==> src/logic/core_pkg.sv <==
/*
 * Control block shared definitions
 * Wishbone request/response structs, slave address map,
 * setting register numbers, reset values and readback layout
 */
package core_pkg;

   // Bus geometry
   localparam int BUS_DW   = 32;   // Data width
   localparam int BUS_AW   = 16;   // Byte address width
   localparam int BUS_SW   = 4;    // Byte selects
   localparam int DECODE_W = 8;    // Upper address bits used by the decoder

   typedef struct packed {
      logic [BUS_AW-1:0] adr;
      logic [BUS_DW-1:0] dat;
      logic [BUS_SW-1:0] sel;
      logic              we;
      logic              stb;
      logic              cyc;
   } wb_req_t;

   typedef struct packed {
      logic [BUS_DW-1:0] dat;
      logic              ack;
   } wb_rsp_t;

   ////////////////////////////////////////////////////////////
   // Address map compared against adr[15:8] under the mask
   localparam logic [DECODE_W-1:0] MAIN_RAM_BASE = 8'h00;   // 0x0000-0x3FFF
   localparam logic [DECODE_W-1:0] MAIN_RAM_MASK = 8'hC0;
   localparam logic [DECODE_W-1:0] READBACK_BASE = 8'h5C;   // 0x5C00-0x5FFF
   localparam logic [DECODE_W-1:0] READBACK_MASK = 8'hFC;
   localparam logic [DECODE_W-1:0] SETTINGS_BASE = 8'h70;   // 0x7000-0x7FFF
   localparam logic [DECODE_W-1:0] SETTINGS_MASK = 8'hF0;
   localparam logic [DECODE_W-1:0] BOOT_RAM_BASE = 8'hC0;   // 0xC000-0xFFFF
   localparam logic [DECODE_W-1:0] BOOT_RAM_MASK = 8'hC0;

   localparam logic [BUS_AW-1:0] BOOT_SWAP_MASK = 16'hC000;
   localparam int RAM_AW = 10;   // 1K words per RAM

   // One-hot slave strobes
   typedef logic [3:0] slave_sel_t;
   localparam int SLV_MAIN     = 0;
   localparam int SLV_READBACK = 1;
   localparam int SLV_SETTINGS = 2;
   localparam int SLV_BOOT     = 3;

   ////////////////////////////////////////////////////////////
   // Settings bus
   localparam int SET_AW       = 8;
   localparam int SR_MISC      = 0;
   localparam int SR_DIVSW     = 180;   // Two registers
   localparam int SR_CLK_OUTS  = 0;
   localparam int SR_LEDS_SW   = 3;
   localparam int SR_PHY_RESET = 4;
   localparam int SR_BLDR_DONE = 5;
   localparam int SR_LED_SRC   = 6;

   localparam logic [7:0]  LED_SRC_RESET = 8'b0001_1110;
   localparam logic        DIVSW_RESET   = 1'b1;
   localparam logic [31:0] COMPAT_NUM    = 32'h0008_0002;   // Major 8, minor 2

   // Readback word indices
   localparam logic [3:0] RB_ADC_WORD    = 4'd6;
   localparam logic [3:0] RB_COMPAT_WORD = 4'd12;
   localparam logic [3:0] RB_STATUS_WORD = 4'd13;

endpackage

==> src/logic/boot_control.sv <==
/*
 * Boot reset controller
 * Holds the bus in reset during power-on, swaps boot and main RAM
 * until the bootloader is done, then pulses a one-cycle bus reset
 */
`timescale 1ns/1ps

module boot_control (
   input  logic                         wb_clk,
   input  logic                         por_rst,
   input  logic                         bldr_done_i,
   input  logic [core_pkg::BUS_AW-1:0]  cpu_adr_i,
   output logic                         wb_rst_o,
   output logic [core_pkg::BUS_AW-1:0]  bus_adr_o
);
   import core_pkg::*;

   typedef enum logic {
      WAIT,
      DONE
   } boot_state_t;

   boot_state_t state;
   logic        swap;

   always_ff @(posedge wb_clk) begin
      if (por_rst) begin
         state    <= WAIT;
         wb_rst_o <= 1'b1;
      end else begin
         case (state)
            WAIT: begin
               wb_rst_o <= 1'b0;
               if (bldr_done_i) begin   // Handover from bootloader
                  state    <= DONE;
                  wb_rst_o <= 1'b1;
               end
            end
            DONE: wb_rst_o <= 1'b0;     // Stays here until next POR
            default: state <= WAIT;
         endcase
      end
   end

   // Only the 00 and 11 quadrants trade places
   assign swap      = (state == WAIT) && (cpu_adr_i[15] == cpu_adr_i[14]);
   assign bus_adr_o = swap ? (cpu_adr_i ^ BOOT_SWAP_MASK) : cpu_adr_i;

endmodule

==> config.mk <==
export PLATFORM = sky130hd
export DESIGN_NAME = boot_control
export DESIGN_NICKNAME = d
export VERILOG_FILES = /design/src/logic/core_pkg.sv /design/src/logic/boot_control.sv
export SDC_FILE = /design/constraint.sdc
export NUM_CORES = 1
export LEC_CHECK = 0
export BUFFER_PORTS_ARGS = -buffer_cell sky130_fd_sc_hd__buf_2
export CORE_AREA = 2 2 39 41
export CTS_CLUSTER_DIAMETER = 150
export DETAILED_ROUTE_END_ITERATION = 12
export DIE_AREA = 0 0 41 43
export PLACE_DENSITY = 0.51
export SYNTH_ARGS = -nofsm -noshare
export SYNTH_HDL_FRONTEND = slang
export SYNTH_SLANG_ARGS = --single-unit
==> constraint.sdc <==
create_clock -name wb_clk -period 0.8 [get_ports wb_clk]
set_clock_uncertainty 0.05 [all_clocks]
set_input_delay 0.04 -clock wb_clk [delete_from_list [all_inputs] [get_ports wb_clk]]
set_output_delay 0.04 -clock wb_clk [all_outputs]
set_load 0.005 [all_outputs]
After elaboration in Yosys (flattened, before gate mapping)
Cells that the tools add are included.

Equal/unequal tests: 1. Muxes and demuxes: 4. Bitwise gates (word level): 2. Reduce and logical (&&, ||, !) cells: 1.

Operators by type and width (count): 16-bit two-way mux (1); 1-bit two-way mux (2); 2-bit NOT (1); 1-bit one-hot mux with 2 select lines (1); 1-bit == test (1); 1-bit logical AND (1); 1-bit NOT (1).

Register bits after elaboration: 2. Input port bits: 19. Output and inout port bits: 17. Logic and storage cells: 10.

Longest topological paths before layout
Gate-level depths: netlist of run 1.

Word-level depth: 3. Depth in mapped cells: 2. Gate-level depth less buffers: 2.

Worst setup path before layout of run 1
Ideal clock, no wire load.

Kind: register -> register. From: register state. To: register wb_rst_o. Library setup time: 0.114 ns. Arrival: 0.553 ns. Data required time: 0.636 ns. Path slack: 0.083 ns. Stages on the path, launching flop included: 3. Path buffers: 0. Period minus slack after synthesis: 0.717 ns. Path through: dfxtp_1 -> inv_2 -> a21o_1.

Longest elaborated chain between the ends: 2.

RTL lines: start: declaration (line boot_control.sv:23) `boot_state_t state;`; start signal: assignment (line boot_control.sv:28) `state <= WAIT;`; start signal: assignment (line boot_control.sv:35) `state <= DONE;`; start signal: assignment (line boot_control.sv:40) `default: state <= WAIT;`; 1-bit NOT; 1-bit one-hot mux with 2 select lines * (line boot_control.sv:31) `case (state)`; end signal: assignment (line boot_control.sv:29) `wb_rst_o <= 1'b1;`; end signal: assignment (line boot_control.sv:33) `wb_rst_o <= 1'b0;`; end signal: assignment (line boot_control.sv:36) `wb_rst_o <= 1'b1;`; end: declaration (line boot_control.sv:13) `output logic wb_rst_o,`.

Mark *: on every way between the ends. The rest lies on a longest branch, timed or not. A chain may end at the register's enable or synchronous reset.

Final worst setup path of run 1
From: register state. To: output bus_adr_o[15] in the netlist's numbering.

Longest elaborated chain between the ends: 3.

RTL lines: 1-bit NOT; 1-bit logical AND (line boot_control.sv:46) `assign swap = (state == WAIT) && (cpu_adr_i[15] == cpu_adr_i[14]);`; 16-bit two-way mux (line boot_control.sv:47) `assign bus_adr_o = swap ? (cpu_adr_i ^ BOOT_SWAP_MASK) : cpu_adr_i;`; end: declaration (line boot_control.sv:14) `output logic [core_pkg::BUS_AW-1:0] bus_adr_o`.

No other way between the ends.

==> impl_metrics.tcl, run 1 <==
set metrics [dict create \
    outcome "finished with violations" \
    failed_checks "negative setup slack" \
    postSynth.asyncResetShare_pct 0 \
    wl_per_cell_um 7.79 \
    detail_route.first_pass.iterations 1 \
    tightestPinTransition_ns 0.146 \
    leakage_nw 0.0890 \
    placement_rows 14 \
    crit_type "reg2out" \
    r2r_setup_slack_ns 0.09 \
    first_global_vias 68 \
    routed-wl-met2_um 116 \
    postSynthNetCount 43 \
    leading_post_synthesis_cells_by_instance_count "buf_4, dfxtp_1, nor2_1" \
    post-cts-setup-buffers 0 \
    synth_area_per_cell_um2 7.66 \
    yosys_most_used_dff "dfxtp_1" \
    synth_enable_flop_cells 0 \
    finish.instance_area_um2 191 \
    min_from "cpu_adr_i[0]" \
    worstPathRequired_ns 0.71 \
    synth.yosys.seq_area_share_pct 21.8 \
    setup.worst_path.start_class "flip-flop" \
    layout-area-overhead-vs-synth_pct 4.08 \
    die_area_mm2 0.00176 \
    antenna_cells_inserted 0 \
    max_cap_viol_count 0 \
    hpwlAfterDp_um 166 \
    dpl_worst_slack_ns 0.0363 \
    worstSkewPairLatency_ns 0.22 \
    vdd_drop_max_uv 266 \
    power.density_mw_per_mm2 2050 \
    worstHoldPathType "in2out" \
    post_route_cells_drive_above_1_share_pct 63.6 \
    initial_utilization_pct 13.3 \
    placement.cell_area_um2 134 \
    vias 109 \
    finalHoldViolations 0 \
    cts_root_buf "clkbuf_4" \
    clk_pin_slew_ns 0.03 \
    final.hold.worst_slack_ns 0.0300 \
    drt_drc_violations_left 0 \
    grt_first_pass_wirelength_um 234 \
    synth.lib_cells_used.distinct 9 \
    timing.critical_path.cells "nor2b_4, a21oi_2, buf_2" \
    top_level_ports 36 \
    timing.max_slew.rel_slack_pct 90.2 \
    die_width_um 41 \
    drtAntennaViolNets 0 \
    post-synth-top-area-fraction_pct 57.1 \
    cts_tree "done" \
    wirelength_met1_um 108 \
    setup_slack_after_layout_ns -0.170 \
    regArea_um2 43.8 \
    timing.fmax_mhz 1030 \
    die_height_um 43 \
    grt_max_degree 6 \
    globalplace.congestion 0.425 \
    cell_type_contributing_the_most_total_cell_area_after_synthesis "buf_4" \
    finalSetupViolCount 2 \
    critical_path.max_stage_delay_ns 0.35 \
    highest_net_fanout_along_the_worst_path 5 \
    portBuffers 7 \
    crit_path_start "state" \
    core_area_mm2 0.00138 \
    final_critical_delay_including_setup_and_external_delays_ns 0.970 \
    cts.path.max_buffers 2 \
    timing.critical_path.to_type "output pin" \
    multi_input_comb_area_um2 46.3 \
    cts_buffers 3 \
    synth-seq-cells 2 \
    yosysMostFrequentCell "buf_4" \
    crit_slowest_cell "dfxtp_4" \
    critPathArrivalTime_ns 0.88 \
    grt_antenna_before_repair 0 \
    grt_usage_pct 3.21 \
    grt_remaining_overflow 0 \
    post-route-period-util_pct 121 \
    total_number_of_h_tree_levels 1 \
    top_signal_layer_used "met3" \
    drt_first_iter_violations 0 \
    num-fill-cells 159 \
    nets 43 \
    warnings_from_yosys 0 \
    met3RoutedLength_um 71 \
    synth.area.top_cells "buf_4, dfxtp_1, a21o_1" \
    post_drt_via_cell_ratio 2.87 \
    rsz0062_at_grt "true" \
    totalWireLength_um 296 \
    netlist_area_um2 184 \
    crit-reg2reg-launch "state" \
    postSynthCellCount 24 \
    clock_sinks 2 \
    final_max_slew_viol_count 0 \
]
-- through the flow --
step	power, mW	setup TNS, ns	cells	utilization (%)
floorplan	0.187	0	24	-
global placement	0.155	0	33	9.67
detailed placement	0.155	0	33	9.67
CTS	0.401	-0.295	38	12.8
global route	0.418	-0.411	38	13.8
finish	0.392	-0.315	38	13.8
-- what timing repair did --
action                     4_1_cts  5_1_grt
resized for setup                1        4
hold endpoints to repair         2        0
gates cloned                     0        0
hold buffers                     2        0
pin swaps                        0        0
setup endpoints to repair        2        2
-- layout by cell type, fill, tap and decap left out --
cell / instances
a21o_1: 1
a21oi_2: 1
buf_2: 7
clkbuf_4: 3
dfxtp_1: 1
dfxtp_4: 1
dlygate4sd3_1: 2
inv_2: 1
nand2_1: 1
nor2_1: 2
nor2b_4: 1
o21ai_0: 1
-- flip-flops by register name, indices dropped and copies added (netlist names) --
signal and cells:
state 1, wb_rst_o 1
-- kinds of logic after synthesis --
logic type             Yosys count  share of synthesized area, %
AO/OA/AOI/OAI                    3                          9.52
buffers and inverters           15                          59.2
flip-flops                       2                          21.8
AND/OR/NAND/NOR                  4                          9.53
-- worst max-delay path, delay by kind of cell, from the launching register on --
kind / cells / cell delay, ns
simple gates: 1 / 0.12
buf+inv: 1 / 0.11
compound gates: 1 / 0.08
flops: 1 / 0.35
-- final timing paths --
path	cells past startpoint	end
worst max-delay path	3	bus_adr_o[15]
worst min-delay path	0	bus_adr_o[0]
worst max register to register	2	wb_rst_o
worst min register to register	2	state
-- layer usage --
metal | global-route usage (%) | vias up
met2 | 2.19 | 8
met4 | 4.00 | 0
met3 | 7.85 | 0
met1 | 1.28 | 45
li1 | - | 56
met5 | 0 | -
-- layout make-up --
cell class                 instances  area share [%]
clock buffer                       3            11.8
tap                               16            10.5
inverter                           1            1.96
sequential                         2            22.9
timing repair buffer               9            28.8
multi-input combinational          7            24.2
-- report_power, final --
part / internal (mW) / total, mW / switching, mW
clock: 0.166 / 0.223 / 0.0573
sequential: 0.107 / 0.112 / 0.00533
combinational: 0.0341 / 0.0565 / 0.0224
No activity file was read; power rests on OpenSTA's default activity.
==> run 2, diff against run 1 <==
- ABC_CLOCK_PERIOD_IN_PS: not set -> 800
- PLACE_DENSITY: 0.51 -> 0.55
==> run 2 against run 1 <==
- the run still ends with negative setup slack left
- final area decreased by 9.8%
- sequential power about the same
- clock power about the same
- count of clock-buffer cells in the layout unchanged
- critical path depth unchanged
- cell count decreased by 2.6%
- first-iteration DRC count unchanged
- critical path type unchanged
- largest cell class unchanged
- largest power group unchanged
==> impl_metrics.tcl, run 2 (synthesized netlist as in run 1, its figures left out) <==
set metrics [dict create \
    power.density_mw_per_mm2 2200 \
    critical_path.max_stage_delay_ns 0.33 \
    post_drt_via_cell_ratio 2.95 \
    tightestPinTransition_ns 0.116 \
    reg_top3 "state: 1 flops, wb_rst_o: 1 flops" \
    antenna_cells_inserted 0 \
    grt_first_pass_wirelength_um 414 \
    worstPathRequired_ns 0.71 \
    multi_input_comb_area_um2 35.0 \
    die_height_um 43 \
    worstSkewPairLatency_ns 0.22 \
    globalplace.congestion 0.649 \
    drtAntennaViolNets 0 \
    layout-area-overhead-vs-synth_pct -6.12 \
    worstHoldPathType "in2out" \
    num-fill-cells 155 \
    drt_drc_violations_left 0 \
    crit_buf_inv 1 \
    wl_per_cell_um 7.27 \
    finalSetupViolCount 2 \
    grt_usage_pct 4.11 \
    regArea_um2 41.3 \
    timing.critical_path.to_type "output pin" \
    clk_pin_slew_ns 0.03 \
    grt_remaining_overflow 0 \
    timing.max_slew.rel_slack_pct 92.2 \
    cts_buffers 3 \
    finish.instance_area_um2 173 \
    leakage_nw 0.0809 \
    core_area_mm2 0.00138 \
    critPathArrivalTime_ns 0.89 \
    cts.path.max_buffers 2 \
    layout_common_cells "buf_2, clkbuf_4, nor2_1, dlygate4sd3_1" \
    timing.critical_path.cells "nor2b_1, a21oi_1, buf_2" \
    grt_max_degree 6 \
    final_critical_delay_including_setup_and_external_delays_ns 0.977 \
    initial_utilization_pct 13.3 \
    rsz0062_at_grt "true" \
    vias 109 \
    detail_route.first_pass.iterations 1 \
    die_width_um 41 \
    vdd_drop_max_uv 745 \
    drt_first_iter_violations 0 \
    crit_type "reg2out" \
    portBuffers 7 \
    outcome "finished with violations" \
    setup.worst_path.start_class "flip-flop" \
    placement.cell_area_um2 134 \
    nets 42 \
    placement_rows 14 \
    crit_slowest_cell "dfxtp_2" \
    timing.fmax_mhz 1020 \
    post_route_cells_drive_above_1_share_pct 52.4 \
    highest_net_fanout_along_the_worst_path 5 \
    clock_sinks 2 \
    final_core_utilization_pct 12.5 \
    failed_checks "negative setup slack" \
    cts_tree "done" \
    critPathTopFamily "flip-flops" \
    totalWireLength_um 269 \
    final_max_slew_viol_count 0 \
    total_number_of_h_tree_levels 1 \
    finalHoldViolations 0 \
    mostFrequentLayoutCell "buf_2" \
    post-cts-setup-buffers 0 \
    post-route-period-util_pct 122 \
    first_global_vias 105 \
    max_cap_viol_count 0 \
    die_area_mm2 0.00176 \
    top_level_ports 36 \
    grt_antenna_before_repair 0 \
    dpl_worst_slack_ns 0.0292 \
    setup_slack_after_layout_ns -0.177 \
    cts_root_buf "clkbuf_4" \
]
## run 2: changes by cell type in the layout (fill, tap and decap cells not counted)
cell / before / now
nor2b_1: 0 / 1
a21oi_2: 1 / 0
dfxtp_4: 1 / 0
buf_2: 7 / 6
nor2b_4: 1 / 0
a21oi_1: 0 / 1
dfxtp_2: 0 / 1
## run 2: path summary, 6_finish.rpt
kind	start	to	slack [ns]	depth (start not counted)
setup / recovery	state	bus_adr_o[15]	-0.18	3
hold / removal	cpu_adr_i[0]	bus_adr_o[0]	0.03	0
setup reg to reg	state	wb_rst_o	0.10	2
hold reg to reg	state	state	0.44	2
## run 2: cell type report
type                       count  area share, %
timing repair buffer           8           29.0
sequential                     2           23.9
clock buffer                   3           13.0
multi-input combinational      7           20.3
inverter                       1           2.17
tap                           16           11.6
## run 2: timing repair
action,CTS,global route
endpoints found under the setup margin,2,4
hold endpoints to repair,2,0
resized for setup,1,0
hold buffers,2,0
gates cloned,0,0
## run 2: report_power, final
| group | switching [mW] | internal (mW) |
|---|---|---|
| combinational | 0.0176 | 0.0281 |
| clock | 0.0554 | 0.165 |
| sequential | 0.00529 | 0.109 |
## run 2: routing by layer
metal	vias up	track usage, %	part of all wire [%]
li1	55	-	-
met1	47	2.56	45
met2	7	4.69	41
met3	0	8.38	13
met4	0	1.33	0
met5	-	0	0
## run 2: per-stage QoR
stage               TNS, ns  hold WS [ns]  cells  power (mW)
floorplan                 0        0.0624     24       0.187
global route         -0.402        0.0300     37       0.408
global placement          0        0.0300     33       0.155
detailed placement        0        0.0300     33       0.156
CTS                  -0.293        0.0300     38       0.395
finish               -0.271        0.0300     37       0.380
==> run 3, diff against run 2 <==
- ABC_CLOCK_PERIOD_IN_PS: 800 -> not set
- PLACE_DENSITY: 0.55 -> not set
- SLEW_MARGIN: not set -> 15
==> run 3 against run 2 <==
- the run still ends with negative setup slack left
- final area rose by 11%
- critical path depth is the same
- cell count rose by 2.7%
- largest cell class unchanged
==> impl_metrics.tcl, run 3 (synthesized netlist as in run 1, its figures left out) <==
set metrics [dict create \
    timing.max_slew.rel_slack_pct 92.0 \
    min_from "cpu_adr_i[0]" \
    crit_cells 3 \
    max_cap_viol_count 0 \
    clk_pin_slew_ns 0.03 \
    cts_tree "done" \
    vias 125 \
    finalHoldViolations 0 \
    leakage_nw 0.0890 \
    portBuffers 7 \
    crit_path_start "state" \
    top_level_ports 36 \
    internal_power_mw 0.307 \
    vdd_drop_max_uv 646 \
    grt_max_degree 6 \
    crit_slowest_cell "dfxtp_4" \
    dpl.cell_count 33 \
    power.density_mw_per_mm2 2070 \
    grt_usage_pct 4.81 \
    setup.worst_path.start_class "flip-flop" \
    globalplace.congestion 0.503 \
    tightestPinTransition_ns 0.118 \
    outcome "finished with violations" \
    worstSkewPairLatency_ns 0.22 \
    timing.critical_path.to_type "output pin" \
    reg_top3 "state: 1 flops, wb_rst_o: 1 flops" \
    detail_route.first_pass.iterations 3 \
    core_area_mm2 0.00138 \
    failed_checks "negative setup slack" \
    first_global_vias 134 \
    comb_power_share_pct 14.5 \
    final-instance-count-excl-fill 38 \
    post_drt_via_cell_ratio 3.29 \
    finish.instance_area_um2 191 \
    wl_per_cell_um 9.24 \
    placement_rows 14 \
    drtAntennaViolNets 0 \
    nets 43 \
    switching_share_pct 22.5 \
    worstPathRequired_ns 0.71 \
    crit_buf_inv 1 \
    mostFrequentLayoutCell "buf_2" \
    critPathArrivalTime_ns 0.90 \
    dpl_worst_slack_ns 0.0168 \
    num-fill-cells 159 \
    initial_utilization_pct 13.3 \
    cts_buffers 3 \
    share_seq_of_total_power_pct 28.5 \
    post-cts-setup-buffers 0 \
    rsz0062_at_grt "true" \
    worstHoldPathCells 0 \
    grt_first_pass_wirelength_um 448 \
    timing.fmax_mhz 1010 \
    die_area_mm2 0.00176 \
    clock_sinks 2 \
    total_number_of_h_tree_levels 1 \
    final.hold.worst_slack_ns 0.0300 \
    cts_root_buf "clkbuf_4" \
    post-route-period-util_pct 123 \
    crit-reg2reg-launch "state" \
    final_max_slew_viol_count 0 \
    placement.cell_area_um2 134 \
    cts.path.max_buffers 2 \
    hpwlAfterDp_um 200 \
    switching_power_mw 0.0890 \
    post_route_cells_drive_above_1_share_pct 63.6 \
    worstHoldEndpoint "bus_adr_o[0]" \
    timing.critical_path.cells "nor2b_4, a21oi_2, buf_2" \
    finalSetupViolCount 2 \
    drt_drc_violations_left 0 \
    layout_common_cells "buf_2, clkbuf_4, nor2_1, dlygate4sd3_1" \
    r2r_cells 2 \
    setup_slack_after_layout_ns -0.188 \
    antenna_cells_inserted 0 \
    crit_type "reg2out" \
    critPathTopFamily "flip-flops" \
    highest_net_fanout_along_the_worst_path 5 \
    final_core_utilization_pct 13.8 \
    totalWireLength_um 351 \
    final_critical_delay_including_setup_and_external_delays_ns 0.988 \
    die_width_um 41 \
    grt_remaining_overflow 0 \
    grt_antenna_before_repair 0 \
    critical_path.reg2reg.endpoint "wb_rst_o" \
    layout-area-overhead-vs-synth_pct 4.08 \
    die_height_um 43 \
    worstHoldPathType "in2out" \
    r2r_setup_slack_ns 0.07 \
    drt_first_iter_violations 5 \
    critical_path.max_stage_delay_ns 0.35 \
    power_frac_clock_pct 57.0 \
]
-- run 3: power groups by stage --
stage | logic (mW) | clock network (mW) | registers, mW
finish | 0.0575 | 0.226 | 0.113
floorplan | 0.0727 | 0 | 0.114
CTS | 0.0499 | 0.238 | 0.114
global placement | 0.0414 | 0 | 0.114
global route | 0.0655 | 0.257 | 0.114
detailed placement | 0.0423 | 0 | 0.114
-- run 3: cell type report --
type / count / area (um^2) / area share [%]
repair buffers: 9 / 55.1 / 28.8
multi-input cells: 7 / 46.3 / 24.2
flip-flops and latches: 2 / 43.8 / 22.9
clock buffers: 3 / 22.5 / 11.8
well taps: 16 / 20.0 / 10.5
inverters: 1 / 3.75 / 1.96
-- run 3: how the worst max path moves through the flow --
stage / slack, ns / to
2_1_floorplan: 0.08 / wb_rst_o
3_3_place_gp: 0.03 / bus_adr_o[15]
3_5_place_dp: 0.02 / wb_rst_o
4_1_cts: -0.19 / bus_adr_o[15]
5_1_grt: -0.25 / bus_adr_o[15]
6_report: -0.19 / bus_adr_o[15]
-- run 3: per-layer routing --
metal	up-vias	routed length [um]	global-route usage [%]
li1	56	-	-
met2	10	171	5.94
met5	-	0	0
met3	0	51	3.14
met4	0	0	8.67
met1	59	127	3.19
-- run 3: worst reg2reg max path: stages, from the launching register on --
cell and delay, ns:
dfxtp_4 0.36, inv_2 0.05, a21o_1 0.16
-- run 3: timing repair --
| action | 4_1_cts | 5_1_grt |
|---|---|---|
| pin swaps | 0 | 0 |
| endpoints found under the hold margin | 2 | 0 |
| hold buffers | 2 | 0 |
| resized for setup | 1 | 3 |
| endpoints found under the setup margin | 2 | 3 |
-- run 3: stage by stage --
| step | TNS, ns | power [mW] |
|---|---|---|
| floorplan | 0 | 0.187 |
| global placement | 0 | 0.155 |
| detailed placement | 0 | 0.157 |
| CTS | -0.318 | 0.401 |
| global route | -0.436 | 0.437 |
| finish | -0.311 | 0.396 |
